**src/common/enid_pkg.sv**
```systemverilog
// ##############################
// enid link definitions
// ##############################

`default_nettype none

package enid_pkg;

    // Link and transaction widths
    localparam int ENID_LINK_W      = 32;
    localparam int ENID_MODULE_ID_W = 4;
    localparam int ENID_SUB_ID_W    = 4;
    localparam int ENID_ADDR_W      = 16;
    localparam int ENID_LEN_W       = 4;
    localparam int ENID_VC_W        = 2;
    localparam int ENID_CR_W        = 4;
    localparam int ENID_CRC_W       = 8;

    // Credit limits
    localparam int ENID_INIT_CREDITS = 8;
    localparam int ENID_MAX_CREDITS  = 15;

    // Largest packet payload in flits
    localparam int ENID_MAX_BEATS = 15;

    // Zero fill below the response header fields
    localparam int ENID_RSP_PAD_W = ENID_LINK_W - 4 - ENID_LEN_W;

    typedef logic [ENID_LINK_W-1:0]      flit_t;
    typedef logic [ENID_ADDR_W-1:0]      addr_t;
    typedef logic [ENID_LEN_W-1:0]       len_t;
    typedef logic [ENID_MODULE_ID_W-1:0] mod_id_t;
    typedef logic [ENID_SUB_ID_W-1:0]    sub_id_t;
    typedef logic [ENID_VC_W-1:0]        vc_t;
    typedef logic [ENID_CR_W-1:0]        credit_t;
    typedef logic [ENID_CRC_W-1:0]       crc_t;

    typedef enum logic [1:0] {
        MEM = 2'd0,
        MSG = 2'd1,
        RSP = 2'd2
    } pkt_type_e;

    typedef enum logic [1:0] {
        RD = 2'd0,
        WR = 2'd1
    } mem_op_e;

    typedef enum logic [1:0] {
        OK    = 2'd0,
        ERR   = 2'd1,
        RETRY = 2'd2
    } rsp_status_e;

    // Request header flit, MSB first
    typedef struct packed {
        pkt_type_e pkt_type;
        mem_op_e   mem_op;
        mod_id_t   dest_mod;
        sub_id_t   dest_sub;
        len_t      len;
        addr_t     addr;
    } req_hdr_t;

    // Response header flit, MSB first
    typedef struct packed {
        pkt_type_e                 pkt_type;
        rsp_status_e               status;
        len_t                      len;
        logic [ENID_RSP_PAD_W-1:0] rsvd;
    } rsp_hdr_t;

    // CRC-8, poly 0x07, one flit folded in MSB first
    function automatic crc_t enid_crc8(input crc_t crc_in, input flit_t flit);
        crc_t c;
        logic fb;
        c = crc_in;
        for (int i = ENID_LINK_W - 1; i >= 0; i--) begin
            fb = c[ENID_CRC_W-1] ^ flit[i];
            c  = {c[ENID_CRC_W-2:0], 1'b0};
            if (fb) begin
                c = c ^ crc_t'(8'h07);
            end
        end
        return c;
    endfunction

endpackage

`default_nettype wire

```
**src/endpoint/enid_credit_tracker.sv**
```systemverilog
// ##############################
// enid TX credit tracker
// ##############################

`timescale 1ns/1ps
`default_nettype none

module enid_credit_tracker import enid_pkg::*; (
    input  logic    clk,
    input  logic    rst_n,
    input  credit_t ltx_credit,
    input  logic    flit_sent,
    output logic    has_credit
);

    credit_t              count;
    logic [ENID_CR_W:0]   cnt_sum;

    // One extra bit keeps the sum of returned credits from wrapping
    assign cnt_sum = {1'b0, count} + {1'b0, ltx_credit} -
                     {{ENID_CR_W{1'b0}}, flit_sent};

    assign has_credit = (count != '0);

    always_ff @(posedge clk) begin
        if (!rst_n) begin
            count <= credit_t'(ENID_INIT_CREDITS);
        end else if (cnt_sum > ENID_MAX_CREDITS) begin
            count <= credit_t'(ENID_MAX_CREDITS);
        end else begin
            count <= cnt_sum[ENID_CR_W-1:0];
        end
    end

    // Packetizer may only send while a credit is left
    a_no_underflow: assert property (@(posedge clk) disable iff (!rst_n)
        flit_sent |-> count != '0);

endmodule

`default_nettype wire

```
**src/endpoint/enid_tx_packetizer.sv**
```systemverilog
// ##############################
// enid TX packetizer
// ##############################

`timescale 1ns/1ps
`default_nettype none

module enid_tx_packetizer import enid_pkg::*; (
    input  logic      clk,
    input  logic      rst_n,

    input  logic      req_valid,
    output logic      req_ready,
    input  pkt_type_e req_type,
    input  mem_op_e   req_mem_op,
    input  mod_id_t   req_dest_mod,
    input  sub_id_t   req_dest_sub,
    input  addr_t     req_addr,
    input  len_t      req_len,

    input  logic      req_wvalid,
    output logic      req_wready,
    input  flit_t     req_wdata,
    input  logic      req_wlast,

    output logic      ltx_valid,
    input  logic      ltx_ready,
    output flit_t     ltx_flit,
    output logic      ltx_sof,
    output logic      ltx_eof,
    output vc_t       ltx_vc,

    input  logic      has_credit,
    output logic      flit_sent,
    input  logic      rsp_done
);

    typedef enum logic [2:0] {
        S_IDLE,
        S_HDR,
        S_DATA,
        S_CRC,
        S_WAIT
    } tx_state_e;

    tx_state_e state;
    req_hdr_t  hdr_q;
    crc_t      crc_q;
    len_t      beat_cnt;
    len_t      beat_nxt;
    logic      has_data;
    logic      xfer;

    // WR and MSG carry a payload, RD does not
    assign has_data = (hdr_q.pkt_type == MSG) ||
                      (hdr_q.pkt_type == MEM && hdr_q.mem_op == WR);
    assign beat_nxt = beat_cnt + len_t'(1);

    assign req_ready  = (state == S_IDLE);
    assign req_wready = (state == S_DATA) && has_credit && ltx_ready;

    always_comb begin
        ltx_valid = 1'b0;
        ltx_flit  = '0;
        case (state)
            S_HDR: begin
                ltx_valid = has_credit;
                ltx_flit  = flit_t'(hdr_q);
            end
            S_DATA: begin
                // Write beats go straight onto the link
                ltx_valid = has_credit && req_wvalid;
                ltx_flit  = req_wdata;
            end
            S_CRC: begin
                ltx_valid = has_credit;
                ltx_flit  = {{(ENID_LINK_W-ENID_CRC_W){1'b0}}, crc_q};
            end
            default: begin
                ltx_valid = 1'b0;
            end
        endcase
    end

    assign ltx_sof   = (state == S_HDR);
    assign ltx_eof   = (state == S_CRC);
    assign ltx_vc    = (hdr_q.pkt_type == MSG) ? vc_t'(1) : vc_t'(0);
    assign xfer      = ltx_valid && ltx_ready;
    assign flit_sent = xfer;

    always_ff @(posedge clk) begin
        if (!rst_n) begin
            state    <= S_IDLE;
            beat_cnt <= '0;
        end else begin
            case (state)
                S_IDLE: begin
                    if (req_valid) begin
                        state    <= S_HDR;
                        beat_cnt <= '0;
                    end
                end
                S_HDR: begin
                    if (xfer) begin
                        state <= (has_data && hdr_q.len != '0) ? S_DATA : S_CRC;
                    end
                end
                S_DATA: begin
                    if (xfer) begin
                        beat_cnt <= beat_nxt;
                        if (beat_nxt == hdr_q.len) begin
                            state <= S_CRC;
                        end
                    end
                end
                S_CRC: begin
                    if (xfer) begin
                        state <= S_WAIT;
                    end
                end
                S_WAIT: begin
                    // Hold off the next request until the response is out
                    if (rsp_done) begin
                        state <= S_IDLE;
                    end
                end
                default: begin
                    state <= S_IDLE;
                end
            endcase
        end
    end

    // Header latch and running CRC over every flit sent
    always_ff @(posedge clk) begin
        if (req_valid && req_ready) begin
            hdr_q <= '{pkt_type: req_type, mem_op: req_mem_op, dest_mod: req_dest_mod,
                       dest_sub: req_dest_sub, len: req_len, addr: req_addr};
            crc_q <= '0;
        end else if (xfer) begin
            crc_q <= enid_crc8(crc_q, ltx_flit);
        end
    end

    // The last write beat must line up with the header length
    a_wlast_on_len: assert property (@(posedge clk) disable iff (!rst_n)
        req_wvalid && req_wready |-> req_wlast == (beat_nxt == hdr_q.len));

    // A header or trailer held back by the link keeps its credit and its value
    a_flit_held: assert property (@(posedge clk) disable iff (!rst_n)
        ltx_valid && !ltx_ready && state != S_DATA |=> ltx_valid && $stable(ltx_flit));

endmodule

`default_nettype wire

```
**src/endpoint/enid_rx_depacketizer.sv**
```systemverilog
// ##############################
// enid RX depacketizer
// ##############################

`timescale 1ns/1ps
`default_nettype none

module enid_rx_depacketizer import enid_pkg::*; (
    input  logic        clk,
    input  logic        rst_n,

    input  logic        lrx_valid,
    output logic        lrx_ready,
    input  flit_t       lrx_flit,
    input  logic        lrx_sof,
    input  logic        lrx_eof,
    input  vc_t         lrx_vc,

    output logic        rsp_valid,
    input  logic        rsp_ready,
    output rsp_status_e rsp_status,
    output len_t        rsp_len,

    output logic        rsp_rvalid,
    input  logic        rsp_rready,
    output flit_t       rsp_rdata,
    output logic        rsp_rlast,

    output logic        rsp_done
);

    typedef enum logic [2:0] {
        S_HDR,
        S_DATA,
        S_CRC,
        S_RSP,
        S_RDATA
    } rx_state_e;

    rx_state_e   state;
    rsp_hdr_t    hdr_q;
    rsp_hdr_t    rx_hdr;
    vc_t         vc_q;
    flit_t       data_buf [ENID_MAX_BEATS];
    crc_t        crc_q;
    len_t        cnt;
    len_t        cnt_nxt;
    rsp_status_e status_q;
    len_t        len_q;
    logic        rx_en;
    logic        rx_xfer;

    assign rx_hdr    = rsp_hdr_t'(lrx_flit);
    assign cnt_nxt   = cnt + len_t'(1);

    // Accept flits only while a packet is being collected
    assign lrx_ready = rx_en && (state == S_HDR || state == S_DATA || state == S_CRC);
    assign rx_xfer   = lrx_valid && lrx_ready;

    assign rsp_valid  = (state == S_RSP);
    assign rsp_status = status_q;
    assign rsp_len    = len_q;
    assign rsp_rvalid = (state == S_RDATA);
    assign rsp_rdata  = data_buf[cnt];
    assign rsp_rlast  = rsp_rvalid && (cnt_nxt == len_q);

    assign rsp_done = (rsp_valid && rsp_ready && len_q == '0) ||
                      (rsp_rvalid && rsp_rready && rsp_rlast);

    always_ff @(posedge clk) begin
        if (!rst_n) begin
            state <= S_HDR;
            cnt   <= '0;
            rx_en <= 1'b0;
        end else begin
            rx_en <= 1'b1;
            case (state)
                S_HDR: begin
                    if (rx_xfer) begin
                        cnt   <= '0;
                        state <= (rx_hdr.len == '0) ? S_CRC : S_DATA;
                    end
                end
                S_DATA: begin
                    if (rx_xfer) begin
                        cnt <= cnt_nxt;
                        if (cnt_nxt == hdr_q.len) begin
                            state <= S_CRC;
                        end
                    end
                end
                S_CRC: begin
                    if (rx_xfer) begin
                        state <= S_RSP;
                    end
                end
                S_RSP: begin
                    if (rsp_ready) begin
                        cnt   <= '0;
                        state <= (len_q == '0) ? S_HDR : S_RDATA;
                    end
                end
                S_RDATA: begin
                    if (rsp_rready) begin
                        cnt <= cnt_nxt;
                        if (rsp_rlast) begin
                            state <= S_HDR;
                        end
                    end
                end
                default: begin
                    state <= S_HDR;
                end
            endcase
        end
    end

    // Header, payload buffer and CRC check
    always_ff @(posedge clk) begin
        if (rx_xfer) begin
            case (state)
                S_HDR: begin
                    hdr_q <= rx_hdr;
                    vc_q  <= lrx_vc;
                    crc_q <= enid_crc8('0, lrx_flit);
                end
                S_DATA: begin
                    data_buf[cnt] <= lrx_flit;
                    crc_q         <= enid_crc8(crc_q, lrx_flit);
                end
                default: begin
                    // Bad trailer turns into ERR with no data
                    if (lrx_flit[ENID_CRC_W-1:0] == crc_q) begin
                        status_q <= hdr_q.status;
                        len_q    <= hdr_q.len;
                    end else begin
                        status_q <= ERR;
                        len_q    <= '0;
                    end
                end
            endcase
        end
    end

    // Framing must follow the FSM: sof on the header, eof on the trailer
    a_sof_eof_framing: assert property (@(posedge clk) disable iff (!rst_n)
        rx_xfer |-> (lrx_sof == (state == S_HDR)) && (lrx_eof == (state == S_CRC)));

    a_vc_stable_in_pkt: assert property (@(posedge clk) disable iff (!rst_n)
        rx_xfer && state != S_HDR |-> lrx_vc == vc_q);

endmodule

`default_nettype wire

```
**src/endpoint/enid_endpoint.sv**
```systemverilog
// ##############################
// enid link endpoint
// ##############################

`timescale 1ns/1ps
`default_nettype none

module enid_endpoint import enid_pkg::*; (
    input  logic        clk,
    input  logic        rst_n,

    // Local request
    input  logic        req_valid,
    output logic        req_ready,
    input  pkt_type_e   req_type,
    input  mem_op_e     req_mem_op,
    input  mod_id_t     req_dest_mod,
    input  sub_id_t     req_dest_sub,
    input  addr_t       req_addr,
    input  len_t        req_len,

    // Write data for WR and MSG
    input  logic        req_wvalid,
    output logic        req_wready,
    input  flit_t       req_wdata,
    input  logic        req_wlast,

    // Local response
    output logic        rsp_valid,
    input  logic        rsp_ready,
    output rsp_status_e rsp_status,
    output len_t        rsp_len,

    // Read data for RD and MSG
    output logic        rsp_rvalid,
    input  logic        rsp_rready,
    output flit_t       rsp_rdata,
    output logic        rsp_rlast,

    // Link TX
    output logic        ltx_valid,
    input  logic        ltx_ready,
    output flit_t       ltx_flit,
    output logic        ltx_sof,
    output logic        ltx_eof,
    output vc_t         ltx_vc,
    input  credit_t     ltx_credit,

    // Link RX
    input  logic        lrx_valid,
    output logic        lrx_ready,
    input  flit_t       lrx_flit,
    input  logic        lrx_sof,
    input  logic        lrx_eof,
    input  vc_t         lrx_vc
);

    logic has_credit;
    logic flit_sent;
    logic rsp_done;

    enid_tx_packetizer i_tx (
        .clk          (clk),
        .rst_n        (rst_n),
        .req_valid    (req_valid),
        .req_ready    (req_ready),
        .req_type     (req_type),
        .req_mem_op   (req_mem_op),
        .req_dest_mod (req_dest_mod),
        .req_dest_sub (req_dest_sub),
        .req_addr     (req_addr),
        .req_len      (req_len),
        .req_wvalid   (req_wvalid),
        .req_wready   (req_wready),
        .req_wdata    (req_wdata),
        .req_wlast    (req_wlast),
        .ltx_valid    (ltx_valid),
        .ltx_ready    (ltx_ready),
        .ltx_flit     (ltx_flit),
        .ltx_sof      (ltx_sof),
        .ltx_eof      (ltx_eof),
        .ltx_vc       (ltx_vc),
        .has_credit   (has_credit),
        .flit_sent    (flit_sent),
        .rsp_done     (rsp_done)
    );

    enid_rx_depacketizer i_rx (
        .clk        (clk),
        .rst_n      (rst_n),
        .lrx_valid  (lrx_valid),
        .lrx_ready  (lrx_ready),
        .lrx_flit   (lrx_flit),
        .lrx_sof    (lrx_sof),
        .lrx_eof    (lrx_eof),
        .lrx_vc     (lrx_vc),
        .rsp_valid  (rsp_valid),
        .rsp_ready  (rsp_ready),
        .rsp_status (rsp_status),
        .rsp_len    (rsp_len),
        .rsp_rvalid (rsp_rvalid),
        .rsp_rready (rsp_rready),
        .rsp_rdata  (rsp_rdata),
        .rsp_rlast  (rsp_rlast),
        .rsp_done   (rsp_done)
    );

    enid_credit_tracker i_credit (
        .clk        (clk),
        .rst_n      (rst_n),
        .ltx_credit (ltx_credit),
        .flit_sent  (flit_sent),
        .has_credit (has_credit)
    );

endmodule

`default_nettype wire

```
**config.mk**
```make
export PLATFORM = sky130hd
export DESIGN_NAME = enid_endpoint
export DESIGN_NICKNAME = d
export VERILOG_FILES = /design/src/common/enid_pkg.sv /design/src/endpoint/enid_credit_tracker.sv /design/src/endpoint/enid_tx_packetizer.sv /design/src/endpoint/enid_rx_depacketizer.sv /design/src/endpoint/enid_endpoint.sv
export SDC_FILE = /design/constraint.sdc
export NUM_CORES = 1
export LEC_CHECK = 0
export BUFFER_PORTS_ARGS = -buffer_cell sky130_fd_sc_hd__buf_4
export CAP_MARGIN = 20
export CORE_UTILIZATION = 35
export CTS_BUF_LIST = sky130_fd_sc_hd__clkbuf_8
export DETAILED_ROUTE_END_ITERATION = 8
export PLACE_DENSITY_LB_ADDON = 0.25
export SLEW_MARGIN = 10
export SYNTH_ARGS = -nofsm -noshare
export SYNTH_HDL_FRONTEND = slang
export SYNTH_SLANG_ARGS = --single-unit
```
**constraint.sdc**
```tcl
create_clock -name clk -period 5.1 [get_ports clk]
set_input_delay 0 -clock clk [delete_from_list [all_inputs] [get_ports clk]]
set_output_delay 0 -clock clk [all_outputs]
set_load 0.05 [all_outputs]
```
; ---- Word-level counts from Yosys, hierarchy flattened
; Memory sizes are Yosys's and may differ from the RTL's. A register that Yosys moved wholly into a read port is not among the register bits.
; Cells that the tools add are included.
[op_classes]
add_sub_neg = 4
order_cmp = 1
eq_ne = 27
muxes = 319
bitwise = 192
n_reduce_logical = 38
[ops]
columns = op, count
row1 = two-way mux 8 bit, 186
row2 = two-way mux 3 bit, 111
row3 = inverter 3 bit, 95
row4 = case mux 32 bit (3 select lines), 1
row5 = XOR 1 bit, 95
row6 = two-way mux 4 bit, 8
row7 = case mux 3 bit (5 select lines), 2
row8 = case mux 4 bit (4 select lines), 1
row9 = case mux 8 bit (2 select lines), 1
row10 = logical AND 1 bit, 14
row11 = "!= test 2 x 1 -> 1 bit, second input constant", 7
row12 = "equality test 3 x 2 -> 1 bit, second input constant", 4
row13 = equality test 4 bit, 3
row14 = "!= test 2 bit, second input constant", 6
row15 = nonzero test 4 bit, 3
row16 = "adder 4 x 1 -> 4 bit, second input constant", 2
row17 = equality test 8 bit, 1
row18 = zero test 4 bit, 2
row19 = case mux 4 bit (2 select lines), 1
row20 = AND reduction 7 bit, 1
row21 = "equality test 3 x 1 -> 1 bit, second input constant", 2
row22 = "equality test 3 bit, second input constant", 2
row23 = zero test 3 bit, 2
row24 = two-way mux 1 bit, 6
row25 = 15 further kinds, 25
[totals]
register_bits = 79
mem_bits_rw = 480
in_bits = 113
word_cells = 601
n_memories = 1
[mem_list]
columns = memory, words, width, rd, rd_clocked_by_memory_dff, write_ports, line_no
row1 = i_rx.data_buf, 15, 32, 1, 1, 1, enid_rx_depacketizer.sv:44  ; flit_t data_buf [ENID_MAX_BEATS];

; ---- Depth between registers and ports, before layout
[depth]
depth_word = 129
depth_mapped = 18
depth_no_buf = 13

; ---- Modules after synthesis
; A second synthesis with hierarchy kept.
[unflattened]
cells_unflattened = 1408
area_unflattened_um2 = 25101.6
[by_module_without_submodules]
columns = mod, n_inst, cells_per_inst, area_per_inst_um2, seq_area_each_um2
row1 = enid_rx_depacketizer, 1, 1057, 21350.5, 15254.6
row2 = enid_tx_packetizer, 1, 308, 3395.8, 1261.2
row3 = enid_credit_tracker, 1, 43, 355.3, 80.1

; ---- Worst setup path after synthesis
; No wires, ideal clock.
[synth_path]
path_kind = reg2reg
start = register i_tx.state[0]
end = register i_tx.crc_q[1]
arrival_ns = 3.853
required_time_ns = 4.942
setup_slack_ns = 1.089
stages_incl_launch_ff = 13
path_buffers = 2
period_less_slack_ns = 4.011
cell_sequence = dfxtp_1 > buf_4 > clkbuf_1 > nand3b_1 > a21oi_1 > xnor3_1 > xnor2_1 > xnor2_1 > xnor3_1 > xnor3_2 > xnor3_1 > mux2i_1 > nor2_1
[synth_via]
elab_cells_between_ends = 145
classes_between = eq/ne: 3 / mux: 90 / bitwise: 48 / reduce/logical: 4
[synth_rtl]
columns = item, line_no
row1 = from (decl), enid_tx_packetizer.sv:46  ; tx_state_e state;
row2 = from (signal assigned), enid_tx_packetizer.sv:105  ; state <= (has_data && hdr_q.len != '0) ? S_DATA : S_CRC;
row3 = equality test 3 x 2 -> 1 bit / equality test 3 x 1 -> 1 bit (equally long branches), enid_tx_packetizer.sv:65  ; case (state)
row4 = case mux 32 bit (3 select lines) *, enid_tx_packetizer.sv:65
row5 = net ltx_flit[18], enid_endpoint.sv:43  ; output flit_t ltx_flit,
row6 = XOR 1 bit *, enid_pkg.sv:79  ; fb = c[ENID_CRC_W-1] ^ flit[i];
row7 = two-way mux 3 bit *, enid_pkg.sv:81  ; if (fb) begin
row8 = two-way mux 8 bit *, enid_tx_packetizer.sv:140  ; end else if (xfer) begin
row9 = two-way mux 8 bit *, enid_tx_packetizer.sv:136  ; if (req_valid && req_ready) begin
row10 = two-way mux 8 bit *, enid_tx_packetizer.sv:140
row11 = [... 31 more ...], -
row12 = two-way mux 8 bit *, enid_tx_packetizer.sv:140
row13 = two-way mux 8 bit *, enid_tx_packetizer.sv:136
row14 = two-way mux 8 bit *, enid_tx_packetizer.sv:140
row15 = two-way mux 8 bit *, enid_tx_packetizer.sv:136
row16 = two-way mux 8 bit *, enid_tx_packetizer.sv:140
row17 = two-way mux 8 bit *, enid_tx_packetizer.sv:136
row18 = XOR 1 bit *, enid_pkg.sv:79
row19 = two-way mux 3 bit *, enid_pkg.sv:81
row20 = to (signal assigned), enid_tx_packetizer.sv:141  ; crc_q <= enid_crc8(crc_q, ltx_flit);
row21 = to (decl), enid_tx_packetizer.sv:48  ; crc_t crc_q;
; The timed path passes the listed nets; every way through them passes the cells marked *. The select of a mux whose other input is x is not followed.
; A chain may end at the register's enable or synchronous reset.

; ---- Worst setup path after layout
[layout_path]
start = register i_tx.state[0]
end = register i_tx.crc_q[1]
[layout_via]
elab_chain_len = 88
elab_cells_between_ends = 145
classes_between = eq/ne: 3 / mux: 90 / bitwise: 48 / reduce/logical: 4
[layout_lines]
columns = item, line_no
row1 = equality test 3 x 2 -> 1 bit / equality test 3 x 1 -> 1 bit (equally long branches), enid_tx_packetizer.sv:65
row2 = case mux 32 bit (3 select lines), enid_tx_packetizer.sv:65
row3 = XOR 1 bit, enid_pkg.sv:79
row4 = two-way mux 3 bit, enid_pkg.sv:81
row5 = two-way mux 8 bit, enid_tx_packetizer.sv:140
row6 = two-way mux 8 bit, enid_tx_packetizer.sv:136
row7 = two-way mux 8 bit / inverter 3 bit (equally long branches), -
row8 = two-way mux 8 bit / two-way mux 3 bit (equally long branches), "enid_tx_packetizer.sv:136, enid_pkg.sv:81"
row9 = [... 72 more ...], -
row10 = two-way mux 8 bit, enid_tx_packetizer.sv:140
row11 = two-way mux 8 bit, enid_tx_packetizer.sv:136
row12 = XOR 1 bit / two-way mux 8 bit (equally long branches), "enid_pkg.sv:79, enid_tx_packetizer.sv:140"
row13 = two-way mux 3 bit / two-way mux 8 bit (equally long branches), "enid_pkg.sv:81, enid_tx_packetizer.sv:136"
row14 = two-way mux 8 bit, enid_tx_packetizer.sv:140
row15 = two-way mux 8 bit, enid_tx_packetizer.sv:136
row16 = inverter 3 bit (no line) / XOR 1 bit (equally long branches), -
row17 = two-way mux 3 bit, enid_pkg.sv:81
; Parallel ways exist; a longest one is shown, timed or not. The select of a mux whose other input is x is not followed.

==> implementation parameters <==
Parameter                              Value

Clock tree
  Buffer count from post-CTS setup fixing    0
  Post-cts resize count    0
  Hold-fix buffers, CTS    89
  Depth of the CTS H-tree    3
  Later-pin clock latency in the skew report    700 ps
  CTS tree    done
  CTS clock-pin slew for the worst setup and hold paths    60 ps
  Number of clock sinks    563
  Clock Root Buffer    sky130_fd_sc_hd__clkbuf_8
  Number of clock buffers inserted by TritonCTS    94
  Maximum clock path buffer count    3

Routing
  DR WL/cell    23.14 um
  WL final    63.17 mm
  Via count    13540
  Router iterations before antenna repair    5
  DRC marker count from the first detailed-route iteration    889
  Vias per cell    4.961
  Total DRC errors in the routed layout    0
  Antenna viol nets, final    0

STA
  Upper clock frequency limit    243.6 MHz
  Worst-Margin Slew    1087 ps
  Final clock period utilization by the worst path    80.48%
  Max-slew violation count    0
  Setup TNS after final layout    0 ps
  Count of final setup violators    0
  Number of endpoints with negative hold slack in the final report    0
  Headroom to the max-slew limit    27.37%
  RSZ-0062 raised after global routing    no
  Hold Worst Slack    65.38 ps
  Worst clock skew    55.08 ps
  Final critical path time including I/O delays and setup    4105 ps

Critical path
  Critical Path Max Stage Delay    680 ps
  Required time of the worst setup path    5610 ps
  Critical path type    reg -> reg
  Launching point of the worst reg2reg path    i_tx.state[0]
  Slowest cell on the critical path    sky130_fd_sc_hd__nor3b_4
  Family with the most delay on the worst path    XOR/XNOR gates
  Crit-path max FO    27
  Crit end category    register
  Slack of the worst reg-to-reg path    1000 ps
  Data arrival at the endpoint of the critical path    4610 ps
  Worst setup path start    i_tx.state[0]
  Most prevalent standard cell on the critical path    sky130_fd_sc_hd__xnor3_1
  Register-to-Register Path Depth    11
  Endpoint of the worst register-to-register path    i_tx.crc_q[1]
  Crit path buf inv count    1
  Worst-path cell chain    buf_4, nor3b_4, a22o_2, xor2_2, xnor3_1, xnor2_2, xnor3_1, xnor3_2, xnor3_1, mux2i_1, nor2_1
  Startpoint type of the worst setup path    register

Yosys
  Post-synth EDFFs    532
  Post-Syn Area per Cell    17.74 um2
  Sequential share of the synthesized area    67.53%
  Library cells used by synthesis    52
  Mapped cell area    24570 um2
  Post-Synthesis Cells    1385
  Yosys warnings    0
  Fraction of registers with async set or reset after synthesis    0%
  Net count after synthesis    1513
  Top cells by area in the synthesized netlist    sky130_fd_sc_hd__edfxtp_1 65%, sky130_fd_sc_hd__mux4_2 12%, sky130_fd_sc_hd__xnor2_1 5.7%
  Register bit count reported by yosys    563
  Area share of the largest cell type after synthesis    65.01%
  Most area-hungry cell type in the Yosys netlist    sky130_fd_sc_hd__edfxtp_1
  Top FF cell, synth    sky130_fd_sc_hd__edfxtp_1

Cells and area
  Signed area change from the synthesized netlist to the final layout    21.49%
  Nets    1848
  Share of final-layout standard cells stronger than drive strength 1    27.32%

Power and ir drop
  Maximum resistive drop on vdd    1051 uV
  Power density of the placed cells    652.3 nW/um2
  Static leakage    10.04 nW

Hold path
  Hold Path Cell Cnt    2
  Origin of the worst min-delay path    req_dest_sub[2]
  Path type of the worst min-delay path    in -> reg
  Hold path endpoint    i_tx.hdr_q[22]

Floorplan
  Die width    267.0 um
  Standard cell core area    69070 um2
  Number of top-level pins    194
  Starting density of the core    35.58%
  Die Area    71280 um2
  Total number of placement rows    96
  Chip Height    267.0 um

Place
  Total half-perimeter wirelength after legalization and detailed placement    37.19 mm
  Routability congestion estimate    0.8715
  Count of input and output buffers    187

Global routing
  First-pass GRT wire length    92.29 mm
  GR Layer Usage met1    23.38%
  Met3 capacity usage during global routing    3.598%
  Initial antenna violation count    3
  Layer carrying the most global-route usage    met2
  Vias in the first global route    14280
  GRT Residual Overflow    0
  Met2 track demand over resource    29.50%
  Total Routing Usage GR    17.83%
  Largest net degree at the start of global routing    161

Outcome
  Result of the run    finished, final reports clean

Flow run
  Max-cap violation count    0
state kept, by name, indices dropped and copies added, names as in the netlist, named ones only:
signal,cells
i_rx.data_buf,480
i_tx.hdr_q,32
i_rx.crc_q,8
i_tx.crc_q,8
i_rx.hdr_q,6
i_credit.count,4
i_rx.cnt,4
i_rx.rsp_len,4
i_tx.beat_cnt,4
i_rx.state,3
i_tx.state,3
i_rx.rsp_status,2
i_rx.rx_en,1
cells by family after synthesis:
logic type	share of synthesized area [%]
flops	67.53
mux	13.69
simple gates	3.360
fa+ha+maj	0.7943
other cells	0.01526
xor+xnor	10.12
buf+inv	1.594
compound gates	2.897
cells in the mapped netlist (5+ instances only):
cell type                  instances
sky130_fd_sc_hd__a21boi_0          5
sky130_fd_sc_hd__a21oi_1          29
sky130_fd_sc_hd__a22o_1            6
sky130_fd_sc_hd__a22oi_1          20
sky130_fd_sc_hd__and2_1           11
sky130_fd_sc_hd__and3_1            5
sky130_fd_sc_hd__buf_1            16
sky130_fd_sc_hd__clkbuf_1         41
sky130_fd_sc_hd__dfxtp_1          31
sky130_fd_sc_hd__edfxtp_1        532
sky130_fd_sc_hd__ha_1             14
sky130_fd_sc_hd__inv_1            38
sky130_fd_sc_hd__mux2_2            8
sky130_fd_sc_hd__mux2i_1          39
sky130_fd_sc_hd__mux4_2          128
sky130_fd_sc_hd__nand2_1          54
sky130_fd_sc_hd__nand3_1           5
sky130_fd_sc_hd__nand3b_1          8
sky130_fd_sc_hd__nor2_1           44
sky130_fd_sc_hd__nor2b_1          14
sky130_fd_sc_hd__nor3_1            8
sky130_fd_sc_hd__o21ai_0          45
sky130_fd_sc_hd__xnor2_1         160
sky130_fd_sc_hd__xnor3_1          21
sky130_fd_sc_hd__xor2_1           59
cell type report:
cell class,instances,area [um2]
inverter,38,142.6
clock inverter,79,426.7
multi-input combinational,721,7690
clock buffer,94,1294
antenna,2,5.005
sequential,563,16610
fill,6196,39210
timing repair buffer,302,2527
tap,931,1165
cells in the final DEF (no fill, tap or decap), types with 3 or more instances in the layout:
cell type / count
sky130_fd_sc_hd__and2_1: 11
sky130_fd_sc_hd__a22o_1: 6
sky130_fd_sc_hd__nand3b_1: 8
sky130_fd_sc_hd__nand3_1: 5
sky130_fd_sc_hd__nor3_2: 4
sky130_fd_sc_hd__nor3_1: 4
sky130_fd_sc_hd__clkinv_2: 10
sky130_fd_sc_hd__dfxtp_1: 27
sky130_fd_sc_hd__and3_1: 5
sky130_fd_sc_hd__a21oi_1: 29
sky130_fd_sc_hd__mux2_2: 8
sky130_fd_sc_hd__buf_12: 3
sky130_fd_sc_hd__xor2_1: 59
sky130_fd_sc_hd__nand2_1: 54
sky130_fd_sc_hd__nor2_4: 11
sky130_fd_sc_hd__dlygate4sd3_1: 89
sky130_fd_sc_hd__nor2_1: 33
sky130_fd_sc_hd__mux4_2: 128
sky130_fd_sc_hd__nand2b_1: 4
sky130_fd_sc_hd__clkinv_1: 20
sky130_fd_sc_hd__inv_1: 78
sky130_fd_sc_hd__o21ai_0: 45
sky130_fd_sc_hd__nor2b_1: 14
sky130_fd_sc_hd__xnor3_1: 21
sky130_fd_sc_hd__nand4_1: 4
sky130_fd_sc_hd__clkbuf_8: 94
sky130_fd_sc_hd__a22oi_1: 20
sky130_fd_sc_hd__xnor2_1: 160
sky130_fd_sc_hd__buf_4: 210
sky130_fd_sc_hd__nor4_1: 4
sky130_fd_sc_hd__mux2i_1: 39
sky130_fd_sc_hd__a21boi_0: 5
sky130_fd_sc_hd__edfxtp_1: 532
sky130_fd_sc_hd__ha_1: 14
power breakdown:
part | internal [mW] | switching [mW] | leakage, nW
clock network | 1.85 | 1.85 | 1.03
logic | 5.61 | 4.75 | 3.96
registers | 5.28 | 0.123 | 5.05
worst max path at each step:
| stage | endpoint | slack [ps] | depth (start not counted) |
|---|---|---|---|
| after floorplan | i_tx.crc_q[1] | 1090 | 12 |
| after global placement | i_tx.crc_q[1] | 1090 | 11 |
| after detailed placement | i_tx.crc_q[1] | 1050 | 11 |
| after CTS | i_tx.crc_q[1] | 990 | 11 |
| after global routing | i_tx.crc_q[1] | 730 | 11 |
| final | i_tx.crc_q[1] | 1000 | 11 |
worst reg2reg max path: stages (launching register included):
cell and delay (ps):
sky130_fd_sc_hd__dfxtp_1 300, sky130_fd_sc_hd__buf_4 210, sky130_fd_sc_hd__nor3b_4 680, sky130_fd_sc_hd__a22o_2 300
sky130_fd_sc_hd__xor2_2 250, sky130_fd_sc_hd__xnor3_1 400, sky130_fd_sc_hd__xnor2_2 260, sky130_fd_sc_hd__xnor3_1 530
sky130_fd_sc_hd__xnor3_2 460, sky130_fd_sc_hd__xnor3_1 350, sky130_fd_sc_hd__mux2i_1 140, sky130_fd_sc_hd__nor2_1 50
per-stage QoR:
stage	power (mW)	area, um2	util (%)	instances	setup WS [ps]
finish	19.47	29860	43.23	2730	995.4
global route	20.45	29860	43.23	2730	726.7
CTS	19.67	29850	43.22	2728	993.4
detailed placement	15.81	27240	39.44	2466	1053
global placement	15.80	27240	39.44	2466	1093
floorplan	14.18	24570	-	1385	1089
layer usage:
metal / wire [um] / vias up
li1: - / 6039
met4: 1770 / 4
met3: 3221 / 121
met2: 30520 / 441
met1: 27640 / 6938
met5: 22 / -
Note: power is estimated with default switching activity, not from simulation.
